File: src/source/mmap_defines.svh
`ifndef MMAP_DEFINES_SVH
`define MMAP_DEFINES_SVH

// byte address width on the user and AXI side
`define MMAP_ADDR_WIDTH 32

// one data word, one AXI beat
`define MMAP_DATA_WIDTH 32

// address step from one beat to the next
`define MMAP_BYTES_PER_BEAT 4

// AXI length field, beats minus one
`define MMAP_LEN_WIDTH 8

// idle timer of the burst detector
`define MMAP_WAIT_WIDTH 4

// default buffer size, depth_log must match depth
`define MMAP_FIFO_DEPTH 16
`define MMAP_FIFO_DEPTH_LOG 4

`endif
File: src/source/mmap_pkg.sv
`default_nettype none

`include "mmap_defines.svh"

package mmap_pkg;

  // one byte address
  typedef logic [`MMAP_ADDR_WIDTH-1:0] addr_t;

  // one data word
  typedef logic [`MMAP_DATA_WIDTH-1:0] data_t;

  // AXI length, beats minus one
  typedef logic [`MMAP_LEN_WIDTH-1:0] burst_len_t;

  // wait-time setting and idle timer
  typedef logic [`MMAP_WAIT_WIDTH-1:0] wait_t;

  // burst detector states
  typedef enum logic [0:0] {
    st_idle,
    st_collect
  } burst_state_t;

endpackage

`default_nettype wire

File: src/source/async_mmap_write.sv
`default_nettype none

`include "mmap_defines.svh"

module async_mmap_write
  import mmap_pkg::*;
(
  input  wire             clk,
  input  wire             rst,

  input  wire wait_t      max_wait_time,
  input  wire burst_len_t max_burst_len,

  // user side
  input  wire addr_t      write_addr_din,
  input  wire             write_addr_write,
  output logic            write_addr_full_n,
  input  wire data_t      write_data_din,
  input  wire             write_data_write,
  output logic            write_data_full_n,
  output burst_len_t      write_resp_dout,
  input  wire             write_resp_read,
  output logic            write_resp_empty_n,

  // AXI write channels
  output logic            m_axi_awvalid,
  input  wire             m_axi_awready,
  output addr_t           m_axi_awaddr,
  output burst_len_t      m_axi_awlen,
  output logic            m_axi_wvalid,
  input  wire             m_axi_wready,
  output data_t           m_axi_wdata,
  output logic            m_axi_wlast,
  input  wire             m_axi_bvalid,
  output logic            m_axi_bready
);

  localparam int burst_width = `MMAP_LEN_WIDTH + `MMAP_ADDR_WIDTH;

  addr_t                  addr_dout;
  logic                   addr_empty_n;
  logic                   addr_read;
  addr_t                  burst_addr_din;
  burst_len_t             burst_len_din;
  logic                   burst_write;
  logic                   burst_full_n;
  logic [burst_width-1:0] burst_dout;
  logic                   burst_empty_n;
  logic                   burst_read;
  burst_len_t             last_len_din;
  logic                   last_len_write;
  logic                   last_len_full_n;
  burst_len_t             req_len_din;
  logic                   req_len_write;
  logic                   req_len_full_n;

  // single addresses from the user
  sync_fifo #(
    .width    (`MMAP_ADDR_WIDTH),
    .depth    (`MMAP_FIFO_DEPTH),
    .depth_log(`MMAP_FIFO_DEPTH_LOG)
  ) u_addr_fifo (
    .clk    (clk),
    .rst    (rst),
    .din    (write_addr_din),
    .write  (write_addr_write),
    .full_n (write_addr_full_n),
    .dout   (addr_dout),
    .read   (addr_read),
    .empty_n(addr_empty_n)
  );

  burst_detector u_burst_detector (
    .clk            (clk),
    .rst            (rst),
    .max_wait_time  (max_wait_time),
    .max_burst_len  (max_burst_len),
    .addr_dout      (addr_dout),
    .addr_empty_n   (addr_empty_n),
    .addr_read      (addr_read),
    .burst_addr_din (burst_addr_din),
    .burst_len_din  (burst_len_din),
    .burst_write    (burst_write),
    .burst_full_n   (burst_full_n),
    .last_len_din   (last_len_din),
    .last_len_write (last_len_write),
    .last_len_full_n(last_len_full_n),
    .req_len_din    (req_len_din),
    .req_len_write  (req_len_write),
    .req_len_full_n (req_len_full_n)
  );

  // length in the upper bits, address below
  sync_fifo #(
    .width    (burst_width),
    .depth    (`MMAP_FIFO_DEPTH),
    .depth_log(`MMAP_FIFO_DEPTH_LOG)
  ) u_burst_fifo (
    .clk    (clk),
    .rst    (rst),
    .din    ({burst_len_din, burst_addr_din}),
    .write  (burst_write),
    .full_n (burst_full_n),
    .dout   (burst_dout),
    .read   (burst_read),
    .empty_n(burst_empty_n)
  );

  // AW channel straight off the burst FIFO head
  assign m_axi_awvalid = burst_empty_n;
  assign burst_read    = burst_empty_n && m_axi_awready;
  assign {m_axi_awlen, m_axi_awaddr} = burst_dout;

  w_channel u_w_channel (
    .clk              (clk),
    .rst              (rst),
    .write_data_din   (write_data_din),
    .write_data_write (write_data_write),
    .write_data_full_n(write_data_full_n),
    .last_len_din     (last_len_din),
    .last_len_write   (last_len_write),
    .last_len_full_n  (last_len_full_n),
    .m_axi_wvalid     (m_axi_wvalid),
    .m_axi_wready     (m_axi_wready),
    .m_axi_wdata      (m_axi_wdata),
    .m_axi_wlast      (m_axi_wlast)
  );

  write_resp_tracker u_write_resp_tracker (
    .clk               (clk),
    .rst               (rst),
    .req_len_din       (req_len_din),
    .req_len_write     (req_len_write),
    .req_len_full_n    (req_len_full_n),
    .m_axi_bvalid      (m_axi_bvalid),
    .m_axi_bready      (m_axi_bready),
    .write_resp_dout   (write_resp_dout),
    .write_resp_read   (write_resp_read),
    .write_resp_empty_n(write_resp_empty_n)
  );

endmodule

`default_nettype wire

File: src/source/write_resp_tracker.sv
`default_nettype none

`include "mmap_defines.svh"

module write_resp_tracker
  import mmap_pkg::*;
(
  input  wire             clk,
  input  wire             rst,

  // length of each issued burst
  input  wire burst_len_t req_len_din,
  input  wire             req_len_write,
  output logic            req_len_full_n,

  // AXI B channel
  input  wire             m_axi_bvalid,
  output logic            m_axi_bready,

  // completed burst lengths to the user
  output burst_len_t      write_resp_dout,
  input  wire             write_resp_read,
  output logic            write_resp_empty_n
);

  burst_len_t req_dout;
  logic       req_empty_n;
  logic       resp_full_n;
  logic       b_fire;

  sync_fifo #(
    .width    (`MMAP_LEN_WIDTH),
    .depth    (`MMAP_FIFO_DEPTH),
    .depth_log(`MMAP_FIFO_DEPTH_LOG)
  ) u_req_fifo (
    .clk    (clk),
    .rst    (rst),
    .din    (req_len_din),
    .write  (req_len_write),
    .full_n (req_len_full_n),
    .dout   (req_dout),
    .read   (b_fire),
    .empty_n(req_empty_n)
  );

  // B responses come back in issue order
  assign m_axi_bready = req_empty_n && resp_full_n;
  assign b_fire       = m_axi_bvalid && m_axi_bready;

  sync_fifo #(
    .width    (`MMAP_LEN_WIDTH),
    .depth    (`MMAP_FIFO_DEPTH),
    .depth_log(`MMAP_FIFO_DEPTH_LOG)
  ) u_resp_fifo (
    .clk    (clk),
    .rst    (rst),
    .din    (req_dout),
    .write  (b_fire),
    .full_n (resp_full_n),
    .dout   (write_resp_dout),
    .read   (write_resp_read),
    .empty_n(write_resp_empty_n)
  );

endmodule

`default_nettype wire

File: src/source/w_channel.sv
`default_nettype none

`include "mmap_defines.svh"

module w_channel
  import mmap_pkg::*;
(
  input  wire             clk,
  input  wire             rst,

  // user write data
  input  wire data_t      write_data_din,
  input  wire             write_data_write,
  output logic            write_data_full_n,

  // burst lengths from the detector
  input  wire burst_len_t last_len_din,
  input  wire             last_len_write,
  output logic            last_len_full_n,

  // AXI W channel
  output logic            m_axi_wvalid,
  input  wire             m_axi_wready,
  output data_t           m_axi_wdata,
  output logic            m_axi_wlast
);

  data_t      data_dout;
  logic       data_empty_n;
  burst_len_t len_dout;
  logic       len_empty_n;
  logic       len_read;
  logic       flag_din;
  logic       flag_write;
  logic       flag_full_n;
  logic       flag_dout;
  logic       flag_empty_n;
  logic       beat_pop;
  burst_len_t beat_idx;

  sync_fifo #(
    .width    (`MMAP_DATA_WIDTH),
    .depth    (`MMAP_FIFO_DEPTH),
    .depth_log(`MMAP_FIFO_DEPTH_LOG)
  ) u_data_fifo (
    .clk    (clk),
    .rst    (rst),
    .din    (write_data_din),
    .write  (write_data_write),
    .full_n (write_data_full_n),
    .dout   (data_dout),
    .read   (beat_pop),
    .empty_n(data_empty_n)
  );

  sync_fifo #(
    .width    (`MMAP_LEN_WIDTH),
    .depth    (`MMAP_FIFO_DEPTH),
    .depth_log(`MMAP_FIFO_DEPTH_LOG)
  ) u_len_fifo (
    .clk    (clk),
    .rst    (rst),
    .din    (last_len_din),
    .write  (last_len_write),
    .full_n (last_len_full_n),
    .dout   (len_dout),
    .read   (len_read),
    .empty_n(len_empty_n)
  );

  // one flag per beat, set on the final beat of a burst
  assign flag_write = len_empty_n && flag_full_n;
  assign flag_din   = beat_idx == len_dout;
  assign len_read   = flag_write && flag_din;

  always_ff @(posedge clk) begin
    if (rst) begin
      beat_idx <= '0;
    end else if (flag_write) begin
      beat_idx <= flag_din ? '0 : beat_idx + 1'b1;
    end
  end

  sync_fifo #(
    .width    (1),
    .depth    (`MMAP_FIFO_DEPTH),
    .depth_log(`MMAP_FIFO_DEPTH_LOG)
  ) u_last_fifo (
    .clk    (clk),
    .rst    (rst),
    .din    (flag_din),
    .write  (flag_write),
    .full_n (flag_full_n),
    .dout   (flag_dout),
    .read   (beat_pop),
    .empty_n(flag_empty_n)
  );

  // data and flag leave together
  assign m_axi_wvalid = data_empty_n && flag_empty_n;
  assign beat_pop     = m_axi_wvalid && m_axi_wready;
  assign m_axi_wdata  = data_dout;
  assign m_axi_wlast  = flag_dout;

endmodule

`default_nettype wire

File: src/source/burst_detector.sv
`default_nettype none

`include "mmap_defines.svh"

module burst_detector
  import mmap_pkg::*;
(
  input  wire             clk,
  input  wire             rst,

  // burst inference settings
  input  wire wait_t      max_wait_time,
  input  wire burst_len_t max_burst_len,

  // single word addresses
  input  wire addr_t      addr_dout,
  input  wire             addr_empty_n,
  output logic            addr_read,

  // burst address and length for AW
  output addr_t           burst_addr_din,
  output burst_len_t      burst_len_din,
  output logic            burst_write,
  input  wire             burst_full_n,

  // length copy for the last-flag generator
  output burst_len_t      last_len_din,
  output logic            last_len_write,
  input  wire             last_len_full_n,

  // length copy for the response tracker
  output burst_len_t      req_len_din,
  output logic            req_len_write,
  input  wire             req_len_full_n
);

  burst_state_t state;
  addr_t        start_addr;
  addr_t        next_addr;
  burst_len_t   beat_cnt;
  wait_t        idle_cnt;

  logic all_ready;
  logic at_limit;
  logic addr_match;
  logic close_burst;
  logic emit;

  // all three consumers must take the burst in the same cycle
  assign all_ready  = burst_full_n && last_len_full_n && req_len_full_n;
  assign at_limit   = beat_cnt == max_burst_len;
  assign addr_match = addr_dout == next_addr;

  always_comb begin
    close_burst = 1'b0;
    if (state == st_collect) begin
      if (at_limit) begin
        close_burst = 1'b1;
      end else if (addr_empty_n) begin
        // a gap in the address sequence ends the burst
        close_burst = !addr_match;
      end else begin
        close_burst = idle_cnt == max_wait_time;
      end
    end
  end

  assign emit = close_burst && all_ready;

  // the closing address stays at the head for the next burst
  assign addr_read = addr_empty_n && ((state == st_idle) || !close_burst);

  always_ff @(posedge clk) begin
    if (rst) begin
      state    <= st_idle;
      beat_cnt <= '0;
      idle_cnt <= '0;
    end else begin
      case (state)
        st_idle: begin
          if (addr_empty_n) begin
            state    <= st_collect;
            beat_cnt <= '0;
            idle_cnt <= '0;
          end
        end
        st_collect: begin
          if (emit) begin
            state <= st_idle;
          end else if (addr_read) begin
            beat_cnt <= beat_cnt + 1'b1;
            idle_cnt <= '0;
          end else if (!close_burst) begin
            idle_cnt <= idle_cnt + 1'b1;
          end
        end
        default: state <= st_idle;
      endcase
    end
  end

  // only consecutive addresses get here, so next is always head plus one word
  always_ff @(posedge clk) begin
    if (addr_read) begin
      if (state == st_idle) begin
        start_addr <= addr_dout;
      end
      next_addr <= addr_dout + addr_t'(`MMAP_BYTES_PER_BEAT);
    end
  end

  assign burst_addr_din = start_addr;
  assign burst_len_din  = beat_cnt;
  assign last_len_din   = beat_cnt;
  assign req_len_din    = beat_cnt;

  assign burst_write    = emit;
  assign last_len_write = emit;
  assign req_len_write  = emit;

endmodule

`default_nettype wire

File: src/source/sync_fifo.sv
`default_nettype none

`include "mmap_defines.svh"

module sync_fifo #(
  parameter int width     = `MMAP_DATA_WIDTH,
  parameter int depth     = `MMAP_FIFO_DEPTH,
  parameter int depth_log = `MMAP_FIFO_DEPTH_LOG
) (
  input  wire              clk,
  input  wire              rst,
  input  wire  [width-1:0] din,
  input  wire              write,
  output logic             full_n,
  output logic [width-1:0] dout,
  input  wire              read,
  output logic             empty_n
);

  localparam logic [depth_log-1:0] last_slot = depth_log'(depth - 1);
  localparam logic [depth_log:0]   full_count = (depth_log + 1)'(depth);

  logic [width-1:0]     mem [depth];
  logic [depth_log-1:0] wr_ptr;
  logic [depth_log-1:0] rd_ptr;
  logic [depth_log:0]   count;
  logic                 do_write;
  logic                 do_read;

  // strobes on a full or empty buffer are dropped
  assign do_write = write && full_n;
  assign do_read  = read && empty_n;

  assign full_n  = count != full_count;
  assign empty_n = count != '0;

  // head is always visible
  assign dout = mem[rd_ptr];

  always_ff @(posedge clk) begin
    if (do_write) begin
      mem[wr_ptr] <= din;
    end
  end

  always_ff @(posedge clk) begin
    if (rst) begin
      wr_ptr <= '0;
      rd_ptr <= '0;
      count  <= '0;
    end else begin
      if (do_write) begin
        wr_ptr <= (wr_ptr == last_slot) ? '0 : wr_ptr + 1'b1;
      end
      if (do_read) begin
        rd_ptr <= (rd_ptr == last_slot) ? '0 : rd_ptr + 1'b1;
      end
      case ({do_write, do_read})
        2'b10:   count <= count + 1'b1;
        2'b01:   count <= count - 1'b1;
        default: count <= count;
      endcase
    end
  end

endmodule

`default_nettype wire

File: config.mk
export PLATFORM = sky130hd
export DESIGN_NAME = async_mmap_write
export DESIGN_NICKNAME = d
export VERILOG_FILES = /design/src/source/mmap_pkg.sv /design/src/source/async_mmap_write.sv /design/src/source/write_resp_tracker.sv /design/src/source/w_channel.sv /design/src/source/burst_detector.sv /design/src/source/sync_fifo.sv
export VERILOG_INCLUDE_DIRS = /design/src /design/src/source
export SDC_FILE = /design/constraint.sdc
export NUM_CORES = 2
export LEC_CHECK = 0
export BUFFER_PORTS_ARGS = -buffer_cell sky130_fd_sc_hd__buf_4
export CORE_ASPECT_RATIO = 1.75
export CORE_UTILIZATION = 50
export DETAILED_ROUTE_END_ITERATION = 6
export GPL_ROUTABILITY_DRIVEN = 1
export GPL_TIMING_DRIVEN = 0
export HOLD_SLACK_MARGIN = 0.1
export PLACE_DENSITY = 0.66
export SYNTH_ARGS = -nofsm -noshare
export SYNTH_HDL_FRONTEND = slang
export SYNTH_SLANG_ARGS = --single-unit
File: constraint.sdc
create_clock -name clk -period 7.4 [get_ports clk]
set_clock_uncertainty 0.1 [all_clocks]
set_input_delay 0.74 -clock clk [delete_from_list [all_inputs] [get_ports clk]]
set_output_delay 0.74 -clock clk [all_outputs]
set_load 0.02 [all_outputs]
==> out/results.ini <==
[run_status]
status=finished, violations left
violations=design-rule violations

[placed_design]
numPortBuffers=169
placedInstanceArea_um2=95100
dp.final_hpwl_um=140000
gp_congestion=0.874
place_ws_ns=0.284

[timing]
fin_ws_ns=0.257
tns_ns=0
fin_crit_sh=0.965
setup_viol=0
rsz0062_at_grt=false
whs_ns=0.152
slew_headroom=0.133
finalHoldViolCount=0
worst_pin_slew_ns=1.29
drv_slew=0
min_period_ns=7.14
fmax_ghz=0.140

[power]
p_leak_nw=32.2
pwr_density_cell_nw_per_um2=321
comb_power_share=0.193
p_clk_frac=0.319
seqPwrFrac=0.488
p_sw_w=0.00902
p_sw_frac=0.275
peakVddDrop_v=0.000271
intPower_w=0.0238

[clock_tree]
numCtsBuffers=204
cts_sinks=2268
clk_pin_slew_ns=0.07
cts.repair.resized=0
clk_latency_ns=0.85
clockBufferDepth=4
cts_setup_buffers=0
htree_levels=4
cts_tree=yes
cts-root-buf=clkbuf_16

[synth]
yosys.area.top_type=edfxtp_1
syn_area_um2=89300
yosys-top-cells-area=edfxtp_1, mux4_2, dfxtp_1
syn_area_per_cell_um2=20.6
synth.net_count=4497
synth_edf_count=2128
yosysTopAreaCellShare=0.716
synth-main-ff-cell=edfxtp_1
ys_ff_latch=2268
synthDistinctLibCells=83
yosysSeqAreaShare=0.747
yosys_warnings=0
synth_cells=4341
async_reset_ff_frac=0

[floorplan]
io_pins=171
die_area_um2=180000
num_rows=204
die_h_um=561
core_area_um2=177000
start_util=0.505
dieWidth_um=321

[worst_hold_path]
hold_path.startpoint=write_addr_din[7]
hold_depth=1
worstHoldPathType=in2reg
holdPathEnd=u_addr_fifo.mem[0][7]$_DFFE_PP_

[route]
drcViolationCount=1
wl_per_cell_um=28.8
ant_nets=0
drt-initial-drc-count=3876
viasPerCell=5.95
wl_um=213000
firstDrtPassIters=7
num_vias=44000

[flow_run]
maxCapViolCount=0

[global_route]
busiest_layer=met2
grt_pass1_wl_um=309000
grt_use_met3=0.0349
antenna_found_initial=15
use_met2=0.440
grt_use_met1=0.273
grt.total_usage=0.238
overflow=0
grt_pass1_vias=46300
grt_max_degree=54

[cells_and_area]
syn2layout_area_growth_pct=14.6
fillCellCount=12800
seq_area_um2=66700
design_area_um2=102000
final_cell_mix=edfxtp_1, mux4_2, clkbuf_16
multi_input_area_um2=21500
drive_gt1_frac=0.255
num-nets-final=5020
post-route-util=0.578
final_common_cell=edfxtp_1

[worst_setup_path]
worst_r2r_path_depth=23
worstPathArrival_ns=7.78
required_ns=8.03
r2r_end=u_write_resp_tracker.u_req_fifo.count[4]$_SDFFE_PP0P_
start_kind=flip-flop
crit_type=reg2reg
endpoint_kind=flip-flop
cp_max_fo=10
regToRegSetupSlack_ns=0.26

-- routing by layer --
metal,routed length (um),vias to the layer above
li1,-,18900
met2,116000,1500
met1,75700,23200
met3,11600,480
met4,9120,18
met5,119,-
-- per-stage QoR --
| stage | total power [W] | cells |
|---|---|---|
| CTS | 0.0330 | 7389 |
| global placement | 0.0224 | 6879 |
| global route | 0.0339 | 7395 |
| floorplan | 0.0201 | 4341 |
| finish | 0.0328 | 7399 |
| detailed placement | 0.0226 | 6963 |
-- layout make-up --
type	instances	share of cell area
Multi-Input combinational cell	1783	0.210
Timing Repair Buffer	317	0.0315
Antenna cell	9	0.000220
Tap cell	2369	0.0290
Clock buffer	251	0.0523
Clock inverter	112	0.0111
Buffer	218	0.0108
Inverter	72	0.00264
Sequential cell	2268	0.652
-- what timing repair did --
| action | in CTS | in global routing |
|---|---|---|
| endpoints found under the hold margin | 1007 | 0 |
| setup endpoints to repair | 0 | 0 |
| hold buffers | 63 | 0 |
-- worst max path at each step --
stage | from | endpoint | slack, ns | cells after the start
finish | flip-flop | u_write_resp_tracker.u_req_fifo.count[4]$_SDFFE_PP0P_ | 0.26 | 23
global route | flip-flop | u_write_resp_tracker.u_req_fifo.count[4]$_SDFFE_PP0P_ | 0.05 | 23
CTS | flip-flop | u_write_resp_tracker.u_req_fifo.count[4]$_SDFFE_PP0P_ | 0.22 | 23
detailed placement | flip-flop | u_write_resp_tracker.u_req_fifo.count[4]$_SDFFE_PP0P_ | 0.28 | 23
global placement | flip-flop | u_addr_fifo.count[4]$_SDFFE_PP0P_ | -1.08 | 22
floorplan | flip-flop | u_addr_fifo.count[4]$_SDFFE_PP0P_ | 1.38 | 22
-- critical path, cell delays in order (launching register included) --
cell	delay, ns
dfxtp_1	0.55
buf_4	0.24
buf_6	0.20
buf_6	0.26
clkinv_1	0.44
mux2i_1	0.23
mux2i_1	0.75
xor2_1	0.21
a2111oi_4	0.45
nand4_1	0.29
o31ai_1	0.70
nor2_2	0.13
clkbuf_1	0.29
inv_1	0.21
ha_1	0.20
clkbuf_1	0.32
xor2_1	0.19
ha_1	0.20
o21ai_0	0.08
a21oi_1	0.20
a21oi_1	0.10
xor2_1	0.15
or3_1	0.32
a21oi_1	0.15
-- state kept, by name, indices dropped and copies added, names as in the netlist, 8 cells and up, named ones only --
register                              cells
u_write_resp_tracker.u_resp_fifo.mem    128
u_write_resp_tracker.u_req_fifo.mem     128
u_burst_detector.next_addr               32
u_burst_detector.burst_addr_din          32
u_addr_fifo.mem                         512
u_burst_fifo.mem                        640
u_w_channel.u_len_fifo.mem              128
u_w_channel.u_last_fifo.mem              16
u_w_channel.u_data_fifo.mem             512
u_w_channel.beat_idx                      8
u_burst_detector.burst_len_din            8
-- power by group through the flow --
stage               Clock, W  Combinational (W)  Sequential, W
finish                0.0105            0.00635         0.0160
floorplan                  0            0.00410         0.0160
CTS                   0.0106            0.00642         0.0160
detailed placement         0            0.00637         0.0163
global placement           0            0.00614         0.0163
global route          0.0110            0.00676         0.0161
-- Yosys cell counts (all sizes together) (7+ instances only) --
library cell / number
ha: 67
and2: 15
nand2: 124
a311oi: 8
o22ai: 7
or3: 25
nand2b: 18
and3: 46
inv: 69
edfxtp: 2128
nor4: 15
xnor2: 57
mux2: 23
mux2i: 119
a22oi: 29
nor3: 46
o21ai: 45
nor2: 186
nand3: 36
a31oi: 10
a21oi: 108
dfxtp: 140
a221oi: 11
a21o: 17
clkbuf: 115
buf: 103
xor2: 68
mux4: 570
and4: 16
nor2b: 13
nand4: 27
-- cell families (layout without fill, tap and decap cells) --
logic type                 Yosys count  in the layout  share of synthesized area
AOI/OAI and AO/OA                  286            286                     0.0213
adders and majority gates           72             72                     0.0105
DFF                               2268           2268                      0.747
buffers and inverters              290            970                     0.0154
muxes                              712            712                      0.161
xor gates and xnor gates           125            125                     0.0123
other                                0              9                          0
and+or+nand+nor                    588            588                     0.0326
(Power assumes the default switching activity.)
